[src/miss_cache_pkg.sv]
package miss_cache_pkg;

    // Core and memory interface widths
    parameter int LINE_ADDR_WIDTH = 16;
    parameter int WORD_SEL_WIDTH  = 2;
    parameter int WORD_WIDTH      = 32;
    parameter int CORE_TAG_WIDTH  = 8;

    // Core request as it arrives from the core and waits in a bank queue
    typedef struct packed {
        logic [LINE_ADDR_WIDTH-1:0] line_addr;
        logic [WORD_SEL_WIDTH-1:0]  word_sel;
        logic                       write;
        logic [WORD_WIDTH-1:0]      data;
        logic [CORE_TAG_WIDTH-1:0]  tag;
    } core_req_t;

    // Core response, no data path in this model
    typedef struct packed {
        logic [CORE_TAG_WIDTH-1:0]  tag;
        logic [LINE_ADDR_WIDTH-1:0] line_addr;
        logic                       write;
        // Set when the answer was replayed from the miss queue
        logic                       replay;
    } core_rsp_t;

    // Fill request to memory and fill return from memory
    typedef struct packed {
        logic [LINE_ADDR_WIDTH-1:0] line_addr;
    } fill_t;

    // Bank index is the low bits of the line address
    // Bank count must be a power of two
    function automatic int unsigned bank_of(
        input logic [LINE_ADDR_WIDTH-1:0] line_addr,
        input int unsigned                num_banks
    );
        int unsigned addr;
        addr = int'(line_addr);
        return addr % num_banks;
    endfunction

    // Slot index sits just above the bank bits
    // Set count must be a power of two as well
    function automatic int unsigned slot_of(
        input logic [LINE_ADDR_WIDTH-1:0] line_addr,
        input int unsigned                num_banks,
        input int unsigned                sets_per_bank
    );
        int unsigned addr;
        addr = int'(line_addr);
        return (addr / num_banks) % sets_per_bank;
    endfunction

endpackage

[src/req_dispatch.sv]
`timescale 1ns/1ns

module req_dispatch #(
    parameter int NUM_BANKS = 4
) (
    input  logic                    clk,
    input  logic                    reset,

    // Core side
    input  logic                    req_valid,
    input  miss_cache_pkg::core_req_t req,
    output logic                    req_stall,

    // Bank side
    input  logic [NUM_BANKS-1:0]    bank_stop,
    output logic [NUM_BANKS-1:0]    bank_req_valid,
    output miss_cache_pkg::core_req_t bank_req
);

    localparam int BANK_W = (NUM_BANKS > 1) ? $clog2(NUM_BANKS) : 1;

    logic [BANK_W-1:0] target;
    logic              target_stop;

    // Bank select straight from the low line address bits
    assign target = BANK_W'(miss_cache_pkg::bank_of(req.line_addr, NUM_BANKS));

    assign target_stop = bank_stop[target];

    // Stall is a level, held whatever req_valid does
    assign req_stall = target_stop;

    // Payload fans out to every bank, only the valid is steered
    assign bank_req = req;

    always_comb begin
        bank_req_valid = '0;
        if (req_valid && !target_stop) begin
            bank_req_valid[target] = 1'b1;
        end
    end

endmodule

[src/miss_resrv.sv]
`timescale 1ns/1ns

module miss_resrv #(
    parameter int MRVQ_SIZE = 8
) (
    input  logic                                        clk,
    input  logic                                        reset,

    // Enqueue
    input  logic                                        push,
    input  miss_cache_pkg::core_req_t                   push_req,
    output logic                                        full,
    output logic                                        stop,
    output logic                                        empty,

    // Fill broadcast, wakes every entry waiting on the line
    input  logic                                        fill_hit,
    input  logic [miss_cache_pkg::LINE_ADDR_WIDTH-1:0]  fill_addr,

    // In-order dequeue
    input  logic                                        pop,
    output logic                                        head_valid,
    output miss_cache_pkg::core_req_t                   head_req,

    // Outstanding line lookup
    input  logic [miss_cache_pkg::LINE_ADDR_WIDTH-1:0]  match_addr,
    output logic                                        match
);

    localparam int PTR_W = $clog2(MRVQ_SIZE);
    localparam int CNT_W = $clog2(MRVQ_SIZE + 1);

    miss_cache_pkg::core_req_t req_table [MRVQ_SIZE];

    logic [MRVQ_SIZE-1:0] valid_table;
    logic [MRVQ_SIZE-1:0] ready_table;
    logic [MRVQ_SIZE-1:0] make_ready;
    logic [MRVQ_SIZE-1:0] waiting_on;
    logic [PTR_W-1:0]     head_ptr;
    logic [PTR_W-1:0]     tail_ptr;
    logic [CNT_W-1:0]     count;
    logic                 do_push;
    logic                 do_pop;
    logic                 push_ready;

    assign full  = (count == CNT_W'(MRVQ_SIZE));
    assign empty = (count == '0);

    // Early stop leaves a few entries for requests already on their way
    assign stop = (count > CNT_W'(MRVQ_SIZE - 3));

    always_comb begin
        for (int e = 0; e < MRVQ_SIZE; e++) begin
            make_ready[e] = fill_hit && valid_table[e] &&
                            (req_table[e].line_addr == fill_addr);
            waiting_on[e] = valid_table[e] && !ready_table[e] &&
                            (req_table[e].line_addr == match_addr);
        end
    end

    assign match = |waiting_on;

    // Only the oldest entry may leave, and only once its line is in
    assign head_valid = valid_table[head_ptr] && ready_table[head_ptr];
    assign head_req   = req_table[head_ptr];

    assign do_push = push && !full;
    assign do_pop  = pop && head_valid;

    // An entry pushed while its line is being woken starts out ready
    assign push_ready = fill_hit && (push_req.line_addr == fill_addr);

    always_ff @(posedge clk) begin
        if (reset) begin
            valid_table <= '0;
            ready_table <= '0;
            head_ptr    <= '0;
            tail_ptr    <= '0;
            count       <= '0;
        end else begin
            ready_table <= ready_table | make_ready;

            if (do_push) begin
                valid_table[tail_ptr] <= 1'b1;
                ready_table[tail_ptr] <= push_ready;
                tail_ptr <= (tail_ptr == PTR_W'(MRVQ_SIZE - 1)) ? '0 : tail_ptr + 1'b1;
            end

            if (do_pop) begin
                valid_table[head_ptr] <= 1'b0;
                ready_table[head_ptr] <= 1'b0;
                head_ptr <= (head_ptr == PTR_W'(MRVQ_SIZE - 1)) ? '0 : head_ptr + 1'b1;
            end

            if (do_push && !do_pop) begin
                count <= count + 1'b1;
            end else if (do_pop && !do_push) begin
                count <= count - 1'b1;
            end
        end
    end

    // Entry payload
    always_ff @(posedge clk) begin
        if (do_push) begin
            req_table[tail_ptr] <= push_req;
        end
    end

endmodule

[src/cache_bank.sv]
`timescale 1ns/1ns

module cache_bank #(
    parameter int BANK_INDEX    = 0,
    parameter int NUM_BANKS     = 4,
    parameter int MRVQ_SIZE     = 8,
    parameter int SETS_PER_BANK = 16
) (
    input  logic                      clk,
    input  logic                      reset,

    // Request from the dispatcher
    input  logic                      req_valid,
    input  miss_cache_pkg::core_req_t req,
    output logic                      stop,

    // Fill broadcast from memory
    input  logic                      fill_valid,
    input  miss_cache_pkg::fill_t     fill,

    // Toward the drain
    output logic                      rsp_pend,
    output miss_cache_pkg::core_rsp_t rsp,
    input  logic                      rsp_grant,
    output logic                      fill_pend,
    output miss_cache_pkg::fill_t     fill_req,
    input  logic                      fill_grant
);

    localparam int BANK_BITS = $clog2(NUM_BANKS);
    localparam int SLOT_BITS = $clog2(SETS_PER_BANK);
    localparam int SLOT_W    = (SLOT_BITS > 0) ? SLOT_BITS : 1;
    localparam int TAG_W     = miss_cache_pkg::LINE_ADDR_WIDTH - BANK_BITS - SLOT_BITS;

    logic [SETS_PER_BANK-1:0] present;
    logic [TAG_W-1:0]         tag_table [SETS_PER_BANK];

    logic [SLOT_W-1:0] req_slot;
    logic [SLOT_W-1:0] fill_slot;
    logic [TAG_W-1:0]  req_tag;
    logic [TAG_W-1:0]  fill_tag;
    logic              line_present;
    logic              fill_mine;
    logic              rsp_free;
    logic              hit;
    logic              push;
    logic              pop;
    logic              need_fill;

    // Queue side
    logic                      q_full;
    logic                      q_stop;
    logic                      q_empty;
    logic                      q_wake;
    logic [miss_cache_pkg::LINE_ADDR_WIDTH-1:0] q_wake_addr;
    logic                      q_head_valid;
    miss_cache_pkg::core_req_t q_head_req;
    logic                      q_match;

    assign req_slot  = SLOT_W'(miss_cache_pkg::slot_of(req.line_addr, NUM_BANKS, SETS_PER_BANK));
    assign fill_slot = SLOT_W'(miss_cache_pkg::slot_of(fill.line_addr, NUM_BANKS, SETS_PER_BANK));
    assign req_tag   = TAG_W'(req.line_addr >> (BANK_BITS + SLOT_BITS));
    assign fill_tag  = TAG_W'(fill.line_addr >> (BANK_BITS + SLOT_BITS));

    assign line_present = present[req_slot] && (tag_table[req_slot] == req_tag);
    assign fill_mine    = fill_valid &&
                          (miss_cache_pkg::bank_of(fill.line_addr, NUM_BANKS) == BANK_INDEX);

    // Response register frees up on the same edge it is granted
    assign rsp_free = !rsp_pend || rsp_grant;

    // Anything queued forces later requests in behind it
    assign hit       = req_valid && line_present && q_empty && rsp_free;
    assign push      = req_valid && !hit && !q_full;
    assign need_fill = push && !line_present && !q_match;
    assign pop       = q_head_valid && rsp_free;

    // A fill cycle closes the input so the wake path is free for the fill
    assign stop = q_stop || fill_pend || fill_mine;

    // Present lines that queue up wake themselves on the way in
    assign q_wake      = fill_mine || (push && line_present);
    assign q_wake_addr = fill_mine ? fill.line_addr : req.line_addr;

    miss_resrv #(
        .MRVQ_SIZE (MRVQ_SIZE)
    ) i_miss_resrv (
        .clk        (clk),
        .reset      (reset),
        .push       (push),
        .push_req   (req),
        .full       (q_full),
        .stop       (q_stop),
        .empty      (q_empty),
        .fill_hit   (q_wake),
        .fill_addr  (q_wake_addr),
        .pop        (pop),
        .head_valid (q_head_valid),
        .head_req   (q_head_req),
        .match_addr (req.line_addr),
        .match      (q_match)
    );

    always_ff @(posedge clk) begin
        if (reset) begin
            rsp_pend  <= 1'b0;
            fill_pend <= 1'b0;
            present   <= '0;
        end else begin
            if (hit || pop) begin
                rsp_pend <= 1'b1;
            end else if (rsp_grant) begin
                rsp_pend <= 1'b0;
            end
            if (need_fill) begin
                fill_pend <= 1'b1;
            end else if (fill_grant) begin
                fill_pend <= 1'b0;
            end
            // A fill simply takes over the slot
            if (fill_mine) begin
                present[fill_slot] <= 1'b1;
            end
        end
    end

    always_ff @(posedge clk) begin
        if (hit) begin
            rsp <= '{tag: req.tag, line_addr: req.line_addr, write: req.write, replay: 1'b0};
        end else if (pop) begin
            rsp <= '{tag: q_head_req.tag, line_addr: q_head_req.line_addr,
                     write: q_head_req.write, replay: 1'b1};
        end
        if (need_fill) begin
            fill_req.line_addr <= req.line_addr;
        end
        if (fill_mine) begin
            tag_table[fill_slot] <= fill_tag;
        end
    end

endmodule

[src/bank_drain.sv]
`timescale 1ns/1ns

module bank_drain #(
    parameter int NUM_BANKS = 4
) (
    input  logic                      clk,
    input  logic                      reset,

    // Bank responses
    input  logic [NUM_BANKS-1:0]      rsp_pend,
    input  miss_cache_pkg::core_rsp_t bank_rsp [NUM_BANKS],
    output logic [NUM_BANKS-1:0]      rsp_grant,

    // Bank fill requests
    input  logic [NUM_BANKS-1:0]      fill_pend,
    input  miss_cache_pkg::fill_t     bank_fill [NUM_BANKS],
    output logic [NUM_BANKS-1:0]      fill_grant,

    // Merged outputs, one-cycle pulses
    output logic                      rsp_valid,
    output miss_cache_pkg::core_rsp_t rsp,
    output logic                      fill_req_valid,
    output miss_cache_pkg::fill_t     fill_req
);

    localparam int BANK_W = (NUM_BANKS > 1) ? $clog2(NUM_BANKS) : 1;

    logic [BANK_W-1:0] rsp_last;
    logic [BANK_W-1:0] rsp_win;
    logic              rsp_any;
    logic [BANK_W-1:0] fill_last;
    logic [BANK_W-1:0] fill_win;
    logic              fill_any;

    // First pending bank after the last winner, wrapping around
    function automatic logic [BANK_W-1:0] rr_pick(
        input logic [NUM_BANKS-1:0] pend,
        input logic [BANK_W-1:0]    last
    );
        logic [BANK_W-1:0] idx;
        logic [BANK_W-1:0] win;
        logic              found;
        win   = last;
        found = 1'b0;
        for (int k = 1; k <= NUM_BANKS; k++) begin
            idx = BANK_W'((int'(last) + k) % NUM_BANKS);
            if (!found && pend[idx]) begin
                win   = idx;
                found = 1'b1;
            end
        end
        return win;
    endfunction

    assign rsp_any  = |rsp_pend;
    assign fill_any = |fill_pend;
    assign rsp_win  = rr_pick(rsp_pend, rsp_last);
    assign fill_win = rr_pick(fill_pend, fill_last);

    always_comb begin
        rsp_grant  = '0;
        fill_grant = '0;
        if (rsp_any) begin
            rsp_grant[rsp_win] = 1'b1;
        end
        if (fill_any) begin
            fill_grant[fill_win] = 1'b1;
        end
    end

    always_ff @(posedge clk) begin
        if (reset) begin
            rsp_valid      <= 1'b0;
            fill_req_valid <= 1'b0;
            rsp_last       <= BANK_W'(NUM_BANKS - 1);
            fill_last      <= BANK_W'(NUM_BANKS - 1);
        end else begin
            rsp_valid      <= rsp_any;
            fill_req_valid <= fill_any;
            if (rsp_any) begin
                rsp_last <= rsp_win;
            end
            if (fill_any) begin
                fill_last <= fill_win;
            end
        end
    end

    always_ff @(posedge clk) begin
        rsp      <= bank_rsp[rsp_win];
        fill_req <= bank_fill[fill_win];
    end

endmodule

[src/miss_cache_top.sv]
`timescale 1ns/1ns

module miss_cache_top #(
    parameter int NUM_BANKS     = 4,
    parameter int MRVQ_SIZE     = 8,
    parameter int SETS_PER_BANK = 16
) (
    input  logic                      clk,
    input  logic                      reset,

    // Core request and response
    input  logic                      req_valid,
    input  miss_cache_pkg::core_req_t req,
    output logic                      req_stall,
    output logic                      rsp_valid,
    output miss_cache_pkg::core_rsp_t rsp,

    // Memory fill request and return
    output logic                      fill_req_valid,
    output miss_cache_pkg::fill_t     fill_req,
    input  logic                      fill_valid,
    input  miss_cache_pkg::fill_t     fill
);

    logic [NUM_BANKS-1:0]      bank_stop;
    logic [NUM_BANKS-1:0]      bank_req_valid;
    miss_cache_pkg::core_req_t bank_req;
    logic [NUM_BANKS-1:0]      rsp_pend;
    logic [NUM_BANKS-1:0]      rsp_grant;
    logic [NUM_BANKS-1:0]      fill_pend;
    logic [NUM_BANKS-1:0]      fill_grant;
    miss_cache_pkg::core_rsp_t bank_rsp [NUM_BANKS];
    miss_cache_pkg::fill_t     bank_fill [NUM_BANKS];

    req_dispatch #(
        .NUM_BANKS (NUM_BANKS)
    ) i_req_dispatch (
        .clk            (clk),
        .reset          (reset),
        .req_valid      (req_valid),
        .req            (req),
        .req_stall      (req_stall),
        .bank_stop      (bank_stop),
        .bank_req_valid (bank_req_valid),
        .bank_req       (bank_req)
    );

    // Fill return goes to every bank, each one filters on its index
    for (genvar b = 0; b < NUM_BANKS; b++) begin : g_bank
        cache_bank #(
            .BANK_INDEX    (b),
            .NUM_BANKS     (NUM_BANKS),
            .MRVQ_SIZE     (MRVQ_SIZE),
            .SETS_PER_BANK (SETS_PER_BANK)
        ) i_cache_bank (
            .clk        (clk),
            .reset      (reset),
            .req_valid  (bank_req_valid[b]),
            .req        (bank_req),
            .stop       (bank_stop[b]),
            .fill_valid (fill_valid),
            .fill       (fill),
            .rsp_pend   (rsp_pend[b]),
            .rsp        (bank_rsp[b]),
            .rsp_grant  (rsp_grant[b]),
            .fill_pend  (fill_pend[b]),
            .fill_req   (bank_fill[b]),
            .fill_grant (fill_grant[b])
        );
    end

    bank_drain #(
        .NUM_BANKS (NUM_BANKS)
    ) i_bank_drain (
        .clk            (clk),
        .reset          (reset),
        .rsp_pend       (rsp_pend),
        .bank_rsp       (bank_rsp),
        .rsp_grant      (rsp_grant),
        .fill_pend      (fill_pend),
        .bank_fill      (bank_fill),
        .fill_grant     (fill_grant),
        .rsp_valid      (rsp_valid),
        .rsp            (rsp),
        .fill_req_valid (fill_req_valid),
        .fill_req       (fill_req)
    );

endmodule

[config.mk]
export PLATFORM = sky130hd
export DESIGN_NAME = miss_cache_top
export DESIGN_NICKNAME = d
export VERILOG_FILES = /design/src/miss_cache_pkg.sv /design/src/req_dispatch.sv /design/src/miss_resrv.sv /design/src/cache_bank.sv /design/src/bank_drain.sv /design/src/miss_cache_top.sv
export SDC_FILE = /design/constraint.sdc
export NUM_CORES = 2
export LEC_CHECK = 0
export BUFFER_PORTS_ARGS = -buffer_cell sky130_fd_sc_hd__buf_2
export CAP_MARGIN = 5
export CORE_ASPECT_RATIO = 2
export CORE_MARGIN = 8
export CORE_UTILIZATION = 47
export DETAILED_ROUTE_END_ITERATION = 8
export GPL_ROUTABILITY_DRIVEN = 0
export GPL_TIMING_DRIVEN = 0
export SLEW_MARGIN = 30
export SYNTH_ARGS = -nofsm -noshare
export SYNTH_HDL_FRONTEND = slang
export SYNTH_SLANG_ARGS = --single-unit
[constraint.sdc]
create_clock -name clk -period 6.9 [get_ports clk]
set_clock_uncertainty 0.05 [all_clocks]
set_input_delay 1.38 -clock clk [delete_from_list [all_inputs] [get_ports clk]]
set_output_delay 1.38 -clock clk [all_outputs]
set_load 0.01 [all_outputs]
==> flow_metrics.env <==
export IMPL_vias_per_cell=6.584
export IMPL_grt_first_pass_wirelength_um=448200
export IMPL_worst_endpoint_arrival_ns=7.66
export IMPL_endpoint_kind="flip-flop"
export IMPL_drc=0
export IMPL_slew_headroom=0.1758
export IMPL_layout_setup_ws_ns=-0.01720
export IMPL_grt_max_degree=66
export IMPL_synth_warnings=0
export IMPL_clk_latency_ns=0.90
export IMPL_dp_cells=8427
export IMPL_gr_usage_all_layers=0.3229
export IMPL_post_dp_hpwl_um=229700
export IMPL_overflow=0
export IMPL_p_total_mw=24.01
export IMPL_fin_crit_ns=6.917
export IMPL_dieArea_sq_um=197300
export IMPL_synth_area_sq_um=85810
export IMPL_start_util=0.4709
export IMPL_core_area_sq_um=182200
export IMPL_syn_area_per_cell_sq_um=14.73
export IMPL_ant_nets=0
export IMPL_rsz0062_at_grt="no"
export IMPL_worstHoldPathType="flip-flop to flip-flop"
export IMPL_hp_start="g_bank[2].i_cache_bank.present[0]"
export IMPL_rr_startpoint="g_bank[3].i_cache_bank.rsp_pend"
export IMPL_period_share=1.002
export IMPL_yosysUniqueCellTypes=86
export IMPL_synth_main_ff_cell="edfxtp_1"
export IMPL_tns_ns=-0.1889
export IMPL_clock_path_buffers=4
export IMPL_holdPathStages=2
export IMPL_fin_nets=6362
export IMPL_dr_first_iter_drc_count=8521
export IMPL_path_class="input port to flip-flop"
export IMPL_critPathRequiredTime_ns=7.64
export IMPL_synthTopCellsByArea="edfxtp_1, mux4_2, xor2_1, dfxtp_1, xnor2_1"
export IMPL_place_ws_ns=-1.579
export IMPL_p_leak_nw=31.98
export IMPL_clock_root_buffer="clkbuf_16"
export IMPL_design_area_sq_um=97720
export IMPL_drive_gt1_frac=0.2009
export IMPL_dieWidth_um=318.1
export IMPL_final_cell_mix="edfxtp_1, xor2_1, xnor2_1, mux4_2, nand2_1"
export IMPL_grt_pass1_vias=56734
export IMPL_rows=222
export IMPL_crit_path_start_kind="input port"
export IMPL_numCtsBuffers=171
export IMPL_synthArstFlopShare=0
export IMPL_drv_slew=0
export IMPL_die_height_um=620.3
export IMPL_clock_sinks=1844
export IMPL_drt_total_wl_um=326400
export IMPL_worst_slew_pin_slew_ns=1.220
export IMPL_yosysTopAreaCell="edfxtp_1"
export IMPL_synth_nets=5937
export IMPL_ff_latch_area_sq_um=52970
export IMPL_filler_cell_count=14857
export IMPL_worstHoldEndpoint="g_bank[2].i_cache_bank.present[0]"
export IMPL_vias=57541
export IMPL_synth_edf_count=1604
export IMPL_multi_input_area_sq_um=31860
export IMPL_ir_worst_vdd_mv=0.2407
export IMPL_antenna_found_initial=22
export IMPL_reg2reg_to="g_bank[0].i_cache_bank.i_miss_resrv.count[3]"
export IMPL_crit_fanout=37
export IMPL_tritoncts="done"
export IMPL_p_per_area_nw_per_um2=245.7
export IMPL_finalHoldViolCount=0
export IMPL_dpl_cell_area_sq_um=92060
export IMPL_clk_pin_slew_ns=0.07
export IMPL_syn_to_final_growth_pct=13.88
export IMPL_failed_checks="negative setup slack"
export IMPL_netlist_area_leader_share=0.5613
export IMPL_drv_cap=0
export IMPL_status="finished with violations"
export IMPL_fmax_mhz=144.6
export IMPL_portBuffers=87
export IMPL_ys_seq_area_frac=0.6173
export IMPL_ctsHtreeMaxLevel=4
export IMPL_final_common_cell="edfxtp_1"
export IMPL_first_pass_iters=6
export IMPL_layout_cells_non_filler=8740
export IMPL_synthCells=5826
export IMPL_reg2reg_slack_ns=0.79
export IMPL_reg2regPathDepth=19
export IMPL_setup_viol=17
export IMPL_ioPinCount=124
export IMPL_ys_seq_elements=1844
export IMPL_avgRoutedWirePerCell_um=37.34
[state kept, by name, indices dropped and copies added, names as in the netlist, 16 cells and up, named ones only]
| name | flops |
|---|---|
| g_bank.i_cache_bank.fill_req | 64 |
| g_bank.i_cache_bank.i_miss_resrv.count | 16 |
| g_bank.i_cache_bank.i_miss_resrv.ready_table | 32 |
| g_bank.i_cache_bank.i_miss_resrv.req_table | 800 |
| g_bank.i_cache_bank.i_miss_resrv.valid_table | 32 |
| g_bank.i_cache_bank.present | 64 |
| g_bank.i_cache_bank.rsp | 104 |
| g_bank.i_cache_bank.tag_table | 640 |
| i_bank_drain.fill_req | 16 |
| i_bank_drain.rsp | 26 |
[area by class of cell]
cell class	count	area share
antenna	7	0.0001793
buffer	341	0.01785
clock buffer	206	0.04610
clock inverter	97	0.009846
inverter	54	0.002151
multi-input combinational	3586	0.3260
sequential	1844	0.5421
tap	2352	0.03012
timing repair buffer	253	0.02563
[power by group]
part	total (mW)	internal (mW)	switching, mW	leakage [nW]
Sequential	12.3	12.2	0.0564	16.5
Combinational	2.12	0.670	1.45	12.8
Clock	9.62	5.31	4.31	2.67
[synth_stat cells (33+ instances only)]
master,count
edfxtp_1,1604
xor2_1,552
xnor2_1,483
mux4_2,348
nor2_1,331
nand2_1,272
mux2i_1,242
dfxtp_1,240
clkbuf_1,183
nand4_1,161
nor4_1,141
a21oi_1,111
nor3_1,109
nand3_1,89
o21ai_0,89
buf_1,78
a21o_1,65
a31oi_1,63
inv_1,50
mux2_2,50
buf_2,49
and3_1,41
a211oi_1,33
[metrics by stage]
stage | hold slack (ns) | util
2_1_floorplan | 0.3758 | -
3_3_place_gp | 0.3931 | 0.4895
3_5_place_dp | 0.4051 | 0.5052
4_1_cts | 0.4229 | 0.5356
5_1_grt | 0.4434 | 0.5362
6_report | 0.4210 | 0.5363
[metal layers]
metal	track usage	wire length, um	vias up
met4	0.2113	26460	8
met2	0.4941	144500	4133
met5	0	64	-
met3	0.09266	37680	1052
met1	0.4008	117600	29185
li1	-	-	23163
[worst max-delay path, cell delays in order]
cell,delay [ns]
buf_8,0.37
buf_2,0.35
clkbuf_2,0.49
buf_2,0.40
mux4_2,0.36
mux2i_1,0.43
nor2_1,0.09
o31a_1,0.31
nor4_1,0.41
nor4bb_4,0.38
buf_6,0.22
buf_2,0.36
buf_2,0.37
nor2_1,0.11
ha_1,0.24
inv_1,0.13
ha_1,0.25
a21o_1,0.19
a21oi_1,0.20
xnor2_1,0.11
or3_1,0.31
a21oi_1,0.14
[cell families (layout without fill, tap and decap cells)]
family / Yosys count / after routing / synth area share
AO/OA/AOI/OAI: 551 / 551 / 0.04360
XOR/XNOR: 1035 / 1035 / 0.1056
adder cells (fa/ha/maj): 32 / 32 / 0.005016
buffers and inverters: 396 / 951 / 0.02071
flip-flops: 1844 / 1844 / 0.6173
multiplexers: 652 / 652 / 0.1295
other: 0 / 7 / 0
AND/OR/NAND/NOR: 1316 / 1316 / 0.07823
[worst max path at each step]
stage	cells after the start	slack, ns	startpoint	end
global placement	15	-5.50	req[47]	flip-flop
detailed placement	15	-1.58	req[48]	g_bank[0].i_cache_bank.fill_req[5]
global route	22	0.03	req[47]	g_bank[1].i_cache_bank.i_miss_resrv.count[3]
finish	22	-0.02	req[46]	g_bank[0].i_cache_bank.i_miss_resrv.count[3]
floorplan	11	0.04	req[46]	flip-flop
CTS	22	0.05	req[46]	g_bank[0].i_cache_bank.i_miss_resrv.count[3]
[what timing repair did]
item / 4_1_cts / 5_1_grt
resized for setup: 20 / 13
buffers inserted: 0 / 1
endpoints found under the hold margin: 0 / 0
endpoints found under the setup margin: 53 / 44
hold buffers: 0 / 0
(Power assumes the default switching activity.)
